$ cat src/hdl/exec_pkg.sv
// ~~~~~~~~~~~~~~~~~~~~~~~~~~~~~~~~~~~~~~~~~~~~~~~~~~~~~~~~~~~~~~~~~~~~~~~~~~~
// Shared widths, opcodes and codes for the execute stage and its neighbours.
// Every RTL file and the testbench take these by scoped names
// (exec_pkg::name).
// ~~~~~~~~~~~~~~~~~~~~~~~~~~~~~~~~~~~~~~~~~~~~~~~~~~~~~~~~~~~~~~~~~~~~~~~~~~~
package exec_pkg;

	localparam int word_w     = 32;
	localparam int reg_addr_w = 5;
	localparam int alu_opt_w  = 4;
	localparam int mem_opt_w  = 3;
	localparam int exc_code_w = 5;

	typedef logic [word_w-1:0]     word_t;      // data, addresses, hi and lo.
	typedef logic [reg_addr_w-1:0] reg_addr_t;  // r0 is never a bypass source.
	typedef logic [alu_opt_w-1:0]  alu_opt_t;
	typedef logic [mem_opt_w-1:0]  mem_opt_t;
	typedef logic [exc_code_w-1:0] exc_code_t;
	typedef logic [word_w:0]       branch_dest_t;  // top bit selects target from opr2.

	// alu opcodes 13 to 15 are reserved and trap as ec_ri.
	typedef enum alu_opt_t {
		alu_add  = 4'd0,
		alu_sub  = 4'd1,
		alu_and  = 4'd2,
		alu_or   = 4'd3,
		alu_xor  = 4'd4,
		alu_nor  = 4'd5,
		alu_slt  = 4'd6,
		alu_sltu = 4'd7,
		alu_sll  = 4'd8,
		alu_srl  = 4'd9,
		alu_sra  = 4'd10,
		alu_lui  = 4'd11,
		alu_mult = 4'd12
	} alu_op_e;

	typedef enum logic {
		src_reg = 1'b0,
		src_imm = 1'b1
	} alu_src_e;

	typedef enum logic [1:0] {
		br_none   = 2'd0,
		br_eqz    = 2'd1,  // taken when alu result is zero.
		br_nez    = 2'd2,
		br_uncond = 2'd3
	} branch_opt_e;

	localparam mem_opt_t mem_opt_none = '0;

	localparam exc_code_t ec_none = 5'd0;
	localparam exc_code_t ec_ri   = 5'd10;  // reserved instruction.

	localparam logic [3:0] exc_ri_tag = 4'hf;  // upper nibble of badvaddr on ec_ri.

endpackage

$ cat src/hdl/alu.sv
// ~~~~~~~~~~~~~~~~~~~~~~~~~~~~~~~~~~~~~~~~~~~~~~~~~~~~~~~~~~~~~~~~~~~~~~~~~~~
// Combinational ALU of the execute stage.
// Arithmetic, logic, compares, shifts and lui; mult yields zero here and is
// computed by the multiplier. Reserved opcodes raise illegal_opt.
// ~~~~~~~~~~~~~~~~~~~~~~~~~~~~~~~~~~~~~~~~~~~~~~~~~~~~~~~~~~~~~~~~~~~~~~~~~~~
`timescale 1ns/1ps

module alu (
	input  exec_pkg::word_t    opr1,
	input  exec_pkg::word_t    opr2,
	input  exec_pkg::word_t    sa_imm,
	input  exec_pkg::alu_opt_t opt,
	output exec_pkg::word_t    result,
	output logic               illegal_opt
);

	logic [4:0] shamt;

	assign shamt = sa_imm[4:0];  // shift amount from the instruction.

	always_comb begin
		result      = '0;
		illegal_opt = 1'b0;
		case (opt)
			exec_pkg::alu_add: begin
				result = opr1 + opr2;
			end
			exec_pkg::alu_sub: begin
				result = opr1 - opr2;
			end
			exec_pkg::alu_and: begin
				result = opr1 & opr2;
			end
			exec_pkg::alu_or: begin
				result = opr1 | opr2;
			end
			exec_pkg::alu_xor: begin
				result = opr1 ^ opr2;
			end
			exec_pkg::alu_nor: begin
				result = ~(opr1 | opr2);
			end
			exec_pkg::alu_slt: begin
				result = exec_pkg::word_t'($signed(opr1) < $signed(opr2));
			end
			exec_pkg::alu_sltu: begin
				result = exec_pkg::word_t'(opr1 < opr2);
			end
			// shifts act on opr1 so the source select does not matter.
			exec_pkg::alu_sll: begin
				result = opr1 << shamt;
			end
			exec_pkg::alu_srl: begin
				result = opr1 >> shamt;
			end
			exec_pkg::alu_sra: begin
				result = $signed(opr1) >>> shamt;
			end
			exec_pkg::alu_lui: begin
				result = {opr2[15:0], 16'h0000};
			end
			exec_pkg::alu_mult: begin
				result = '0;  // product comes from mult_unit.
			end
			default: begin
				illegal_opt = 1'b1;  // opcodes 13 to 15.
			end
		endcase
	end

endmodule

$ cat src/hdl/operand_fwd.sv
// ~~~~~~~~~~~~~~~~~~~~~~~~~~~~~~~~~~~~~~~~~~~~~~~~~~~~~~~~~~~~~~~~~~~~~~~~~~~
// Bypass from the ex/mem register back into the execute operands.
// Covers a distance of one instruction; loads leave wb_from_alu low and
// therefore never forward.
// ~~~~~~~~~~~~~~~~~~~~~~~~~~~~~~~~~~~~~~~~~~~~~~~~~~~~~~~~~~~~~~~~~~~~~~~~~~~
`timescale 1ns/1ps

module operand_fwd (
	input  exec_pkg::reg_addr_t reg1_addr,
	input  exec_pkg::word_t     reg1_data,
	input  exec_pkg::reg_addr_t reg2_addr,
	input  exec_pkg::word_t     reg2_data,
	input  exec_pkg::reg_addr_t wb_reg_addr_ex2mem,
	input  logic                wb_from_alu,
	input  exec_pkg::word_t     alu_result,
	output exec_pkg::word_t     opr1,
	output exec_pkg::word_t     opr2
);

	logic hit1;
	logic hit2;

	// r0 is hardwired to zero and is never a bypass source.
	assign hit1 = wb_from_alu && (reg1_addr != '0) && (reg1_addr == wb_reg_addr_ex2mem);
	assign hit2 = wb_from_alu && (reg2_addr != '0) && (reg2_addr == wb_reg_addr_ex2mem);

	assign opr1 = hit1 ? alu_result : reg1_data;
	assign opr2 = hit2 ? alu_result : reg2_data;

endmodule

$ cat src/hdl/mult_unit.sv
// ~~~~~~~~~~~~~~~~~~~~~~~~~~~~~~~~~~~~~~~~~~~~~~~~~~~~~~~~~~~~~~~~~~~~~~~~~~~
// Two-stage pipelined signed 32x32 multiplier.
// A start pulse yields hi, lo and a one-cycle done two edges later; a new
// start may come every cycle.
// ~~~~~~~~~~~~~~~~~~~~~~~~~~~~~~~~~~~~~~~~~~~~~~~~~~~~~~~~~~~~~~~~~~~~~~~~~~~
`timescale 1ns/1ps

module mult_unit (
	input  logic            clk,
	input  logic            rst,
	input  logic            start,
	input  exec_pkg::word_t opr1,
	input  exec_pkg::word_t opr2,
	output exec_pkg::word_t hi,
	output exec_pkg::word_t lo,
	output logic            done
);

	logic signed [2*exec_pkg::word_w-1:0] prod;
	logic                                 prod_valid;

	// stage one forms the full signed product.
	always_ff @(posedge clk) begin
		if (rst) begin
			prod_valid <= 1'b0;
		end else begin
			prod_valid <= start;
		end
		if (start) begin
			prod <= $signed(opr1) * $signed(opr2);
		end
	end

	// stage two splits the product into hi and lo.
	always_ff @(posedge clk) begin
		if (rst) begin
			done <= 1'b0;
		end else begin
			done <= prod_valid;
		end
		if (prod_valid) begin
			hi <= prod[2*exec_pkg::word_w-1:exec_pkg::word_w];
			lo <= prod[exec_pkg::word_w-1:0];
		end
	end

endmodule

$ cat src/hdl/stage_ex.sv
// ~~~~~~~~~~~~~~~~~~~~~~~~~~~~~~~~~~~~~~~~~~~~~~~~~~~~~~~~~~~~~~~~~~~~~~~~~~~
// Execute stage register of the pipeline.
// Runs the ALU, resolves branches, folds in the reserved-instruction trap
// and loads the ex/mem fields; stall or clear inserts a bubble. A mult
// latches its operands and pulses mult_start for the multiplier.
// ~~~~~~~~~~~~~~~~~~~~~~~~~~~~~~~~~~~~~~~~~~~~~~~~~~~~~~~~~~~~~~~~~~~~~~~~~~~
`timescale 1ns/1ps

module stage_ex (
	input  logic                   clk,
	input  logic                   rst,
	input  logic                   stall,
	input  logic                   clear,
	input  exec_pkg::alu_opt_t     alu_opt,
	input  exec_pkg::alu_src_e     alu_src,
	input  exec_pkg::word_t        alu_sa_imm,
	input  exec_pkg::branch_opt_e  branch_opt,
	input  exec_pkg::branch_dest_t branch_dest_id2ex,
	input  exec_pkg::mem_opt_t     mem_opt_id2ex,
	input  exec_pkg::reg_addr_t    wb_reg_addr_id2ex,
	input  exec_pkg::exc_code_t    exc_code_id2ex,
	input  exec_pkg::word_t        exc_epc_id2ex,
	input  exec_pkg::word_t        exc_badvaddr_id2ex,
	input  exec_pkg::word_t        opr1,
	input  exec_pkg::word_t        opr2,
	output logic                   branch_flag,
	output exec_pkg::word_t        branch_dest,
	output logic                   wb_from_alu,
	output exec_pkg::word_t        alu_result,
	output exec_pkg::mem_opt_t     mem_opt_ex2mem,
	output exec_pkg::word_t        mem_addr_ex2mem,
	output exec_pkg::word_t        mem_data_ex2mem,
	output exec_pkg::reg_addr_t    wb_reg_addr_ex2mem,
	output exec_pkg::exc_code_t    exc_code_ex2mem,
	output exec_pkg::word_t        exc_epc_ex2mem,
	output exec_pkg::word_t        exc_badvaddr_ex2mem,
	output logic                   mult_start,
	output exec_pkg::word_t        mult_opr1,
	output exec_pkg::word_t        mult_opr2
);

	exec_pkg::word_t alu_opr2;
	exec_pkg::word_t alu_out;
	logic            alu_illegal;
	logic            accept;
	logic            exc_in;      // exception arriving from decode.
	logic            exc_ri;      // reserved opcode without an earlier exception.
	logic            exec_ok;
	logic            branch_taken;
	exec_pkg::word_t branch_target;

	assign alu_opr2 = (alu_src == exec_pkg::src_imm) ? alu_sa_imm : opr2;

	alu alu_i (
		.opr1        (opr1),
		.opr2        (alu_opr2),
		.sa_imm      (alu_sa_imm),
		.opt         (alu_opt),
		.result      (alu_out),
		.illegal_opt (alu_illegal)
	);

	assign accept  = !rst && !stall && !clear;
	assign exc_in  = exc_code_id2ex != exec_pkg::ec_none;
	assign exc_ri  = !exc_in && alu_illegal;
	assign exec_ok = !exc_in && !alu_illegal;

	always_comb begin
		case (branch_opt)
			exec_pkg::br_eqz:    branch_taken = alu_out == '0;
			exec_pkg::br_nez:    branch_taken = alu_out != '0;
			exec_pkg::br_uncond: branch_taken = 1'b1;
			default:             branch_taken = 1'b0;
		endcase
	end

	assign branch_target = branch_dest_id2ex[exec_pkg::word_w] ? opr2 :
		branch_dest_id2ex[exec_pkg::word_w-1:0];

	// branch outputs follow the inputs every edge, stall or not.
	always_ff @(posedge clk) begin
		if (rst) begin
			branch_flag <= 1'b0;
		end else begin
			branch_flag <= branch_taken;
		end
		branch_dest <= branch_target;
	end

	// control fields fall back to a bubble unless a clean instruction lands.
	always_ff @(posedge clk) begin
		mem_opt_ex2mem     <= exec_pkg::mem_opt_none;
		wb_reg_addr_ex2mem <= '0;
		exc_code_ex2mem    <= exec_pkg::ec_none;
		wb_from_alu        <= 1'b0;
		mult_start         <= 1'b0;
		if (accept) begin
			if (exc_in) begin
				exc_code_ex2mem <= exc_code_id2ex;  // earlier stage wins.
			end else if (exc_ri) begin
				exc_code_ex2mem <= exec_pkg::ec_ri;
			end else begin
				mem_opt_ex2mem     <= mem_opt_id2ex;
				wb_reg_addr_ex2mem <= wb_reg_addr_id2ex;
				wb_from_alu        <= mem_opt_id2ex == exec_pkg::mem_opt_none;
				mult_start         <= alu_opt == exec_pkg::alu_mult;
			end
		end
	end

	always_ff @(posedge clk) begin
		if (accept) begin
			exc_epc_ex2mem      <= exc_epc_id2ex;
			exc_badvaddr_ex2mem <= exc_badvaddr_id2ex;
			if (exc_ri) begin
				exc_badvaddr_ex2mem <= {exec_pkg::exc_ri_tag,
					{(exec_pkg::word_w-4-exec_pkg::alu_opt_w){1'b0}}, alu_opt};
			end
			if (exec_ok) begin
				alu_result      <= alu_out;
				mem_addr_ex2mem <= alu_out;  // address of load or store.
				mem_data_ex2mem <= opr2;
				if (alu_opt == exec_pkg::alu_mult) begin
					mult_opr1 <= opr1;
					mult_opr2 <= opr2;
				end
			end
		end
	end

endmodule

$ cat src/hdl/exec_top.sv
// ~~~~~~~~~~~~~~~~~~~~~~~~~~~~~~~~~~~~~~~~~~~~~~~~~~~~~~~~~~~~~~~~~~~~~~~~~~~
// Execute stage top level.
// Connects the operand bypass, the execute stage register and the
// multiplier. Decode fields and register file data enter here.
// ~~~~~~~~~~~~~~~~~~~~~~~~~~~~~~~~~~~~~~~~~~~~~~~~~~~~~~~~~~~~~~~~~~~~~~~~~~~
`timescale 1ns/1ps

module exec_top (
	input  logic                   clk,
	input  logic                   rst,
	input  logic                   stall,
	input  logic                   clear,
	input  exec_pkg::alu_opt_t     alu_opt,
	input  exec_pkg::alu_src_e     alu_src,
	input  exec_pkg::word_t        alu_sa_imm,
	input  exec_pkg::branch_opt_e  branch_opt,
	input  exec_pkg::branch_dest_t branch_dest_id2ex,
	input  exec_pkg::mem_opt_t     mem_opt_id2ex,
	input  exec_pkg::reg_addr_t    wb_reg_addr_id2ex,
	input  exec_pkg::exc_code_t    exc_code_id2ex,
	input  exec_pkg::word_t        exc_epc_id2ex,
	input  exec_pkg::word_t        exc_badvaddr_id2ex,
	input  exec_pkg::reg_addr_t    reg1_addr,
	input  exec_pkg::word_t        reg1_data,
	input  exec_pkg::reg_addr_t    reg2_addr,
	input  exec_pkg::word_t        reg2_data,
	output logic                   branch_flag,
	output exec_pkg::word_t        branch_dest,
	output logic                   wb_from_alu,
	output exec_pkg::word_t        alu_result,
	output exec_pkg::mem_opt_t     mem_opt_ex2mem,
	output exec_pkg::word_t        mem_addr_ex2mem,
	output exec_pkg::word_t        mem_data_ex2mem,
	output exec_pkg::reg_addr_t    wb_reg_addr_ex2mem,
	output exec_pkg::exc_code_t    exc_code_ex2mem,
	output exec_pkg::word_t        exc_epc_ex2mem,
	output exec_pkg::word_t        exc_badvaddr_ex2mem,
	output logic                   mult_start,
	output exec_pkg::word_t        hi,
	output exec_pkg::word_t        lo,
	output logic                   mult_done
);

	exec_pkg::word_t opr1;       // operands after bypass.
	exec_pkg::word_t opr2;
	exec_pkg::word_t mult_opr1;
	exec_pkg::word_t mult_opr2;

	operand_fwd operand_fwd_i (
		.reg1_addr          (reg1_addr),
		.reg1_data          (reg1_data),
		.reg2_addr          (reg2_addr),
		.reg2_data          (reg2_data),
		.wb_reg_addr_ex2mem (wb_reg_addr_ex2mem),
		.wb_from_alu        (wb_from_alu),
		.alu_result         (alu_result),
		.opr1               (opr1),
		.opr2               (opr2)
	);

	stage_ex stage_ex_i (
		.clk                 (clk),
		.rst                 (rst),
		.stall               (stall),
		.clear               (clear),
		.alu_opt             (alu_opt),
		.alu_src             (alu_src),
		.alu_sa_imm          (alu_sa_imm),
		.branch_opt          (branch_opt),
		.branch_dest_id2ex   (branch_dest_id2ex),
		.mem_opt_id2ex       (mem_opt_id2ex),
		.wb_reg_addr_id2ex   (wb_reg_addr_id2ex),
		.exc_code_id2ex      (exc_code_id2ex),
		.exc_epc_id2ex       (exc_epc_id2ex),
		.exc_badvaddr_id2ex  (exc_badvaddr_id2ex),
		.opr1                (opr1),
		.opr2                (opr2),
		.branch_flag         (branch_flag),
		.branch_dest         (branch_dest),
		.wb_from_alu         (wb_from_alu),
		.alu_result          (alu_result),
		.mem_opt_ex2mem      (mem_opt_ex2mem),
		.mem_addr_ex2mem     (mem_addr_ex2mem),
		.mem_data_ex2mem     (mem_data_ex2mem),
		.wb_reg_addr_ex2mem  (wb_reg_addr_ex2mem),
		.exc_code_ex2mem     (exc_code_ex2mem),
		.exc_epc_ex2mem      (exc_epc_ex2mem),
		.exc_badvaddr_ex2mem (exc_badvaddr_ex2mem),
		.mult_start          (mult_start),
		.mult_opr1           (mult_opr1),
		.mult_opr2           (mult_opr2)
	);

	mult_unit mult_unit_i (
		.clk   (clk),
		.rst   (rst),
		.start (mult_start),
		.opr1  (mult_opr1),
		.opr2  (mult_opr2),
		.hi    (hi),
		.lo    (lo),
		.done  (mult_done)
	);

endmodule

$ cat config.mk
export PLATFORM = sky130hd
export DESIGN_NAME = exec_top
export DESIGN_NICKNAME = d
export VERILOG_FILES = /design/src/hdl/exec_pkg.sv /design/src/hdl/alu.sv /design/src/hdl/operand_fwd.sv /design/src/hdl/mult_unit.sv /design/src/hdl/stage_ex.sv /design/src/hdl/exec_top.sv
export SDC_FILE = /design/constraint.sdc
export NUM_CORES = 2
export LEC_CHECK = 0
export ABC_AREA = 1
export BUFFER_PORTS_ARGS = -buffer_cell sky130_fd_sc_hd__buf_2
export CAP_MARGIN = 20
export CORE_ASPECT_RATIO = 0.5
export CORE_MARGIN = 2
export CORE_UTILIZATION = 64
export CTS_CLUSTER_SIZE = 8
export DETAILED_ROUTE_END_ITERATION = 16
export PLACE_DENSITY = 0.84
export SLEW_MARGIN = 20
export SYNTH_ARGS = -nofsm -noshare
export SYNTH_HDL_FRONTEND = slang
export SYNTH_HIERARCHICAL = 1
export SYNTH_SLANG_ARGS = --single-unit
$ cat constraint.sdc
create_clock -name clk -period 10.5 [get_ports clk]
set_input_delay 2.1 -clock clk [delete_from_list [all_inputs] [get_ports clk]]
set_output_delay 2.1 -clock clk [all_outputs]
set_load 0.01 [all_outputs]
* After elaboration in Yosys (flattened, before gate mapping) *
Cells that the tools add are included.
Widths: inputs -> output; s select.

word-level totals
  output and inout bits = 273
  word-level logic and storage cells = 82
  input bits = 227
  flip-flop bits (word level) = 370

cells by class
  add/subtract/negate cells = 2
  mux-type cells = 10
  magnitude comparators = 2
  reduce and logical (&&, ||, !) cells = 23
  $mul = 1
  equal/unequal tests = 17
  bitwise operators = 5
  shift-type cells = 3

operator list
  cell                count
  $pmux 32 s12        1
  $mux 32             4
  $lt 32x32->1        2
  $mul 32x32->64      1
  $add 32x32->32      1
  $and 32x32->32      1
  $logic_not 32->1    1
  $not 32->32         1
  $or 32x32->32       1
  $reduce_bool 32->1  1
  $shl 32x5->32       1
  $shr 32x5->32       1
  $sshr 32x5->32      1
  $sub 32x32->32      1
  $xor 32x32->32      1
  $eq 4x4->1 const B  5
  $eq 4x3->1 const B  4
  $reduce_bool 5->1   3
  $reduce_or 13->1    1
  $eq 5x5->1          2
  $eq 4x2->1 const B  2
  $logic_and 1x1->1   8
  $mux 4              2
  $mux 5              1
  other kinds (12)    16

* Longest topological paths before layout *
  word-level depth = 10
  depth in mapped cells = 36
  gate-level depth less buffers = 34

* By module *
The synthesis kept the hierarchy.

by module, submodules not included
  module       instances  area an instance (um^2)  cells an instance  sequential area each (um^2)
  mult_unit    1          42718.5                  5127               3883.7
  alu          1          10613.9                  2197               0.0
  stage_ex     1          8359.3                   592                6726.5
  operand_fwd  1          1340.0                   275                0.0

* Worst setup path after synthesis *
Ideal clock, no wire load.

  kind = input to register
  start point = input stall
  end point = register stage_ex_i.mult_opr1[0], enable pin
  path buffers = 1
  data required time = 10065 ps
  slack = 2536 ps
  stages = 6
  library setup time = 435 ps
  data arrival time = 7529 ps
  path through = nor3_4 > inv_2 > nor3_4 > inv_2 > buf_6 > nor2_2

between the ends
  cells in the longest elaborated chain, start to end = 4

RTL lines
  what                               RTL line         source
  start, declared                    exec_top.sv:11   input logic stall,
  $logic_not 1->1                    stage_ex.sv:63   assign accept = !rst && !stall && !clear;
  $logic_and 1x1->1 (2 in series)    stage_ex.sv:63
  $reduce_and 3->1 (no source line)  -
  end signal, assigned               stage_ex.sv:124  mult_opr1 <= opr1;
  end, declared                      stage_ex.sv:38   output exec_pkg::word_t mult_opr1,

No other way between the ends.
A chain may end at the register's enable or synchronous reset.

* Final worst setup path *
  start point = register stage_ex_i.mult_opr2[2]
  end point = register mult_unit_i/prod[61] (netlist bit), data pin

between the ends
  cells in the longest elaborated chain, start to end = 1

RTL lines
  what                    RTL line         source
  start, declared         stage_ex.sv:39   output exec_pkg::word_t mult_opr2
  start signal, assigned  stage_ex.sv:125  mult_opr2 <= opr2;
  $mul 32x32->64          mult_unit.sv:30  prod <= $signed(opr1) * $signed(opr2);
  end signal, assigned    mult_unit.sv:30
  end, declared           mult_unit.sv:19  logic signed [2*exec_pkg::word_w-1:0] prod;

No other way between the ends.

==> metrics.csv <==
metric,value,unit
Met3 Wirelength,31.06,mm
Layout Skew,0.06403,ns
crit path kind,reg -> reg,
routed wl met2,98.25,mm
WP data required,10.90,ns
Int Pwr,2965,uW
worst slack at placement,2.085,ns
Final period util,82.09,%
MaxCap Viol Count,0,
largest net degree at the start of global routing,68,
number of antenna violations at the first check in global routing,15,
Die W,447.8,microns
DR top layer,met5,
vias per inst,5.743,
Setup TNS,0,ns
unrepaired setup endpoints after global routing,no,
DRT antenna net count,0,
CTS Buffer Depth,3,
type of the tightest min-delay check,reg -> reg,
starting density of the core,64.52,%
area grow syn2layout,7.499,%
cts hold-fix bufs,0,
gpl congestion,1.065,
Sw Pwr,1647,uW
Netlist cell types,62,
Yosys reg bits,370,
clock transition at the registers of the reported paths,0.06,ns
WL/cell,22.87,microns
drt total wl,225.5,mm
final worst slack,1.881,ns
number of synthesized flops with an enable pin,320,
TritonCTS Buffers,53,
worst skew pair latency,0.70,ns
sequential-to-total area share from yosys stat,16.83,%
layout cell share with drive strength beyond 1,9.749,%
Least-Margin Pin Slew,1.058,ns
CTS resizes,0,
register share of total power,35.6,%
YS warnings,6,
Post-Route M1 WL,82.88,mm
post-DP HPWL,180.8,mm
drt pass-1 iters,7,
combinational fraction of design power,27.4,%
multi-input logic area,42890,sq um
IO Port Bufs,499,
die area,101200,sq um
final slew viol count,0,
syn nets,9784,
Iter 0 DRT Violations,7402,
Setup Viol. Count Final,0,
Pwr Density,68.06,nW/um^2
CP Launch Type,flop,
Nets,10070,
Switching Fraction,35.71,%
vias in the first global route,57220,
final hold vios,0,
ys async rst share,0,%
status,"finished, final reports clean",
Post-Syn Area,63030,sq um
clock network power share,37.0,%
"Primary FF master, synth",edfxtp_1,
crit-path max FO,32,
Worst Path Arrival,9.02,ns
H-tree Lvls,2,
IO Pins,500,
TritonCTS Sinks,370,
first-pass GRT wire length,340.1,mm
DRC,0,
CTS root buffer,clkbuf_16,
Syn Inst Count,8191,
register-to-register setup slack,1.88,ns
Tmin final,8.619,ns
Overflow after GRT,0,
fillers,8038,
post-synthesis average cell area,7.695,sq um
Register Area,10610,sq um
CTS tree,yes,
Post-CTS Setup Bufs,0,
FP Rows,81,
leakage power,0.03804,uW
Die H,225.9,microns
core area,97700,sq um
VDD IR max,0.0001201,V
Crit. End Element,flop,
fmax,0.1160,GHz
Rel. slew slack,29.49,%
global router's overall resource usage,45.22,%
DR vias,56630,
[routing by layer]
metal | GRT usage, % | up-vias
met2 | 68.56 | 4034
met1 | 59.28 | 27190
li1 | - | 24610
met4 | 22.17 | 14
met5 | 0 | -
met3 | 14.08 | 783
[critical path, stage by stage (launching register included)]
cell and delay (ns):
edfxtp_1 0.53, buf_4 0.42, nand2_1 0.15, inv_1 0.15, fa_1 0.45, fa_1 0.50, fa_1 0.76, fa_1 1.08
inv_1 0.45, fa_1 0.61, inv_1 0.06, fa_1 0.53, inv_1 0.05, fa_1 0.48, inv_1 0.05, fa_1 0.47
ha_1 0.46, nand2_1 0.15, nor2_1 0.25, nand2_2 0.14, nor4_2 0.28, nand2_1 0.12, nand3_1 0.11, nand2_1 0.05
[logic make-up after synthesis]
family                     count (synthesis)  synth area share, %
muxes                                      1              0.01588
xor gates and xnor gates                  45               0.6253
DFF                                      370                16.83
buffers and inverters                   2433                15.14
adders and majority gates               1366                40.03
AOI/OAI and AO/OA                        393                3.496
and+or+nand+nor                         3583                23.87
[power by group through the flow]
stage / Clock, uW / Combinational (uW) / Sequential, uW
floorplan: 0 / 760 / 1680
finish: 1710 / 1260 / 1640
global placement: 0 / 1200 / 1670
CTS: 1710 / 1210 / 1640
detailed placement: 0 / 1210 / 1670
global route: 1770 / 1360 / 1640
[cells in the mapped netlist, types with 11 or more instances]
library cell / instances / area, sq um
inv_1: 2042 / 7665
xor2_1: 40 / 350.3
ha_1: 282 / 3528
dfxtp_1: 50 / 1001
o211ai_1: 18 / 135.1
nand4_1: 104 / 650.6
buf_2: 62 / 310.3
o21ai_1: 21 / 105.1
edfxtp_1: 320 / 9609
nor2_4: 19 / 214.0
buf_6: 20 / 225.2
buf_1: 14 / 52.55
or2_2: 11 / 68.82
nor2_2: 38 / 237.7
buf_4: 46 / 345.3
nor3_1: 27 / 135.1
o21bai_1: 23 / 172.7
nand3_1: 458 / 2292
o22ai_1: 12 / 75.07
inv_2: 29 / 108.9
o21ai_0: 109 / 545.5
clkbuf_1: 212 / 795.8
a21oi_1: 177 / 885.9
and2_1: 15 / 93.84
fa_1: 1084 / 21700
nand2_1: 2445 / 9178
nor2_1: 381 / 1430
nand2_2: 40 / 250.2
[flip-flops by register name, summed over array words and instances (netlist names)]
| name | count |
|---|---|
| stage_ex_i/mult_start | 1 |
| stage_ex_i/exc_badvaddr_ex2mem | 32 |
| mult_unit_i/lo | 32 |
| stage_ex_i/exc_code_ex2mem | 5 |
| stage_ex_i/branch_flag | 1 |
| stage_ex_i/mem_data_ex2mem | 32 |
| stage_ex_i/mem_opt_ex2mem | 3 |
| stage_ex_i/wb_reg_addr_ex2mem | 5 |
| stage_ex_i/wb_from_alu | 1 |
| stage_ex_i/mult_opr1 | 32 |
| stage_ex_i/exc_epc_ex2mem | 32 |
| stage_ex_i/branch_dest | 32 |
| mult_unit_i/prod_valid | 1 |
| stage_ex_i/mem_addr_ex2mem | 32 |
| mult_unit_i/done | 1 |
| mult_unit_i/hi | 32 |
| stage_ex_i/mult_opr2 | 32 |
| mult_unit_i/prod | 64 |
[per-stage QoR]
| step | utilization (%) | instances | area (sq um) | power (uW) | hold slack [ns] |
|---|---|---|---|---|---|
| 2_1_floorplan | - | 8191 | 63030 | 2439 | 0.4003 |
| 3_3_place_gp | 67.69 | 9751 | 66130 | 2872 | 0.4003 |
| 3_5_place_dp | 67.71 | 9752 | 66150 | 2874 | 0.4045 |
| 4_1_cts | 69.34 | 9852 | 67740 | 4559 | 0.4138 |
| 5_1_grt | 69.34 | 9855 | 67750 | 4772 | 0.4141 |
| 6_report | 69.35 | 9859 | 67760 | 4612 | 0.4060 |
[placed cells by master, fill, tap and decap left out, types with 11 or more instances in the layout]
cell          n
buf_4        91
a21oi_1     177
clkbuf_16    53
dfxtp_1      48
nor2_1      381
o21ai_1      21
o21ai_0     109
inv_2        29
nor2_4       20
o21bai_1     23
or2_2        11
o22ai_1      12
nor3_1       27
fa_1       1084
nand2_2      40
xor2_1       40
nor2_2       37
buf_2       499
nand2_1    2445
nand3_1     458
ha_1        282
clkbuf_1     40
and2_1       15
o211ai_1     18
inv_1      2042
edfxtp_1    320
nand4_1     104
[layout make-up]
| type | instances | share of cell area (%) |
|---|---|---|
| Tap cell | 1328 | 2.452 |
| Clock buffer | 95 | 2.220 |
| Inverter | 2075 | 11.50 |
| Multi-Input combinational cell | 5388 | 63.29 |
| Clock inverter | 5 | 0.1330 |
| Sequential cell | 370 | 15.66 |
| Timing Repair Buffer | 591 | 4.716 |
| Antenna cell | 7 | 0.02585 |
[final timing paths]
| check | from | to | depth (start not counted) |
|---|---|---|---|
| setup / recovery | stage_ex_i/mult_opr2[2]$_DFFE_PP_ | mult_unit_i/prod[61]$_DFFE_PP_ | 23 |
| hold reg to reg | mult_unit_i/prod[29]$_DFFE_PP_ | mult_unit_i/lo[29]$_DFFE_PP_ | 0 |
| setup reg to reg | stage_ex_i/mult_opr2[2]$_DFFE_PP_ | mult_unit_i/prod[61]$_DFFE_PP_ | 23 |
| hold / removal | mult_unit_i/prod[29]$_DFFE_PP_ | mult_unit_i/lo[29]$_DFFE_PP_ | 0 |
No activity file was read; power rests on OpenSTA's default activity.
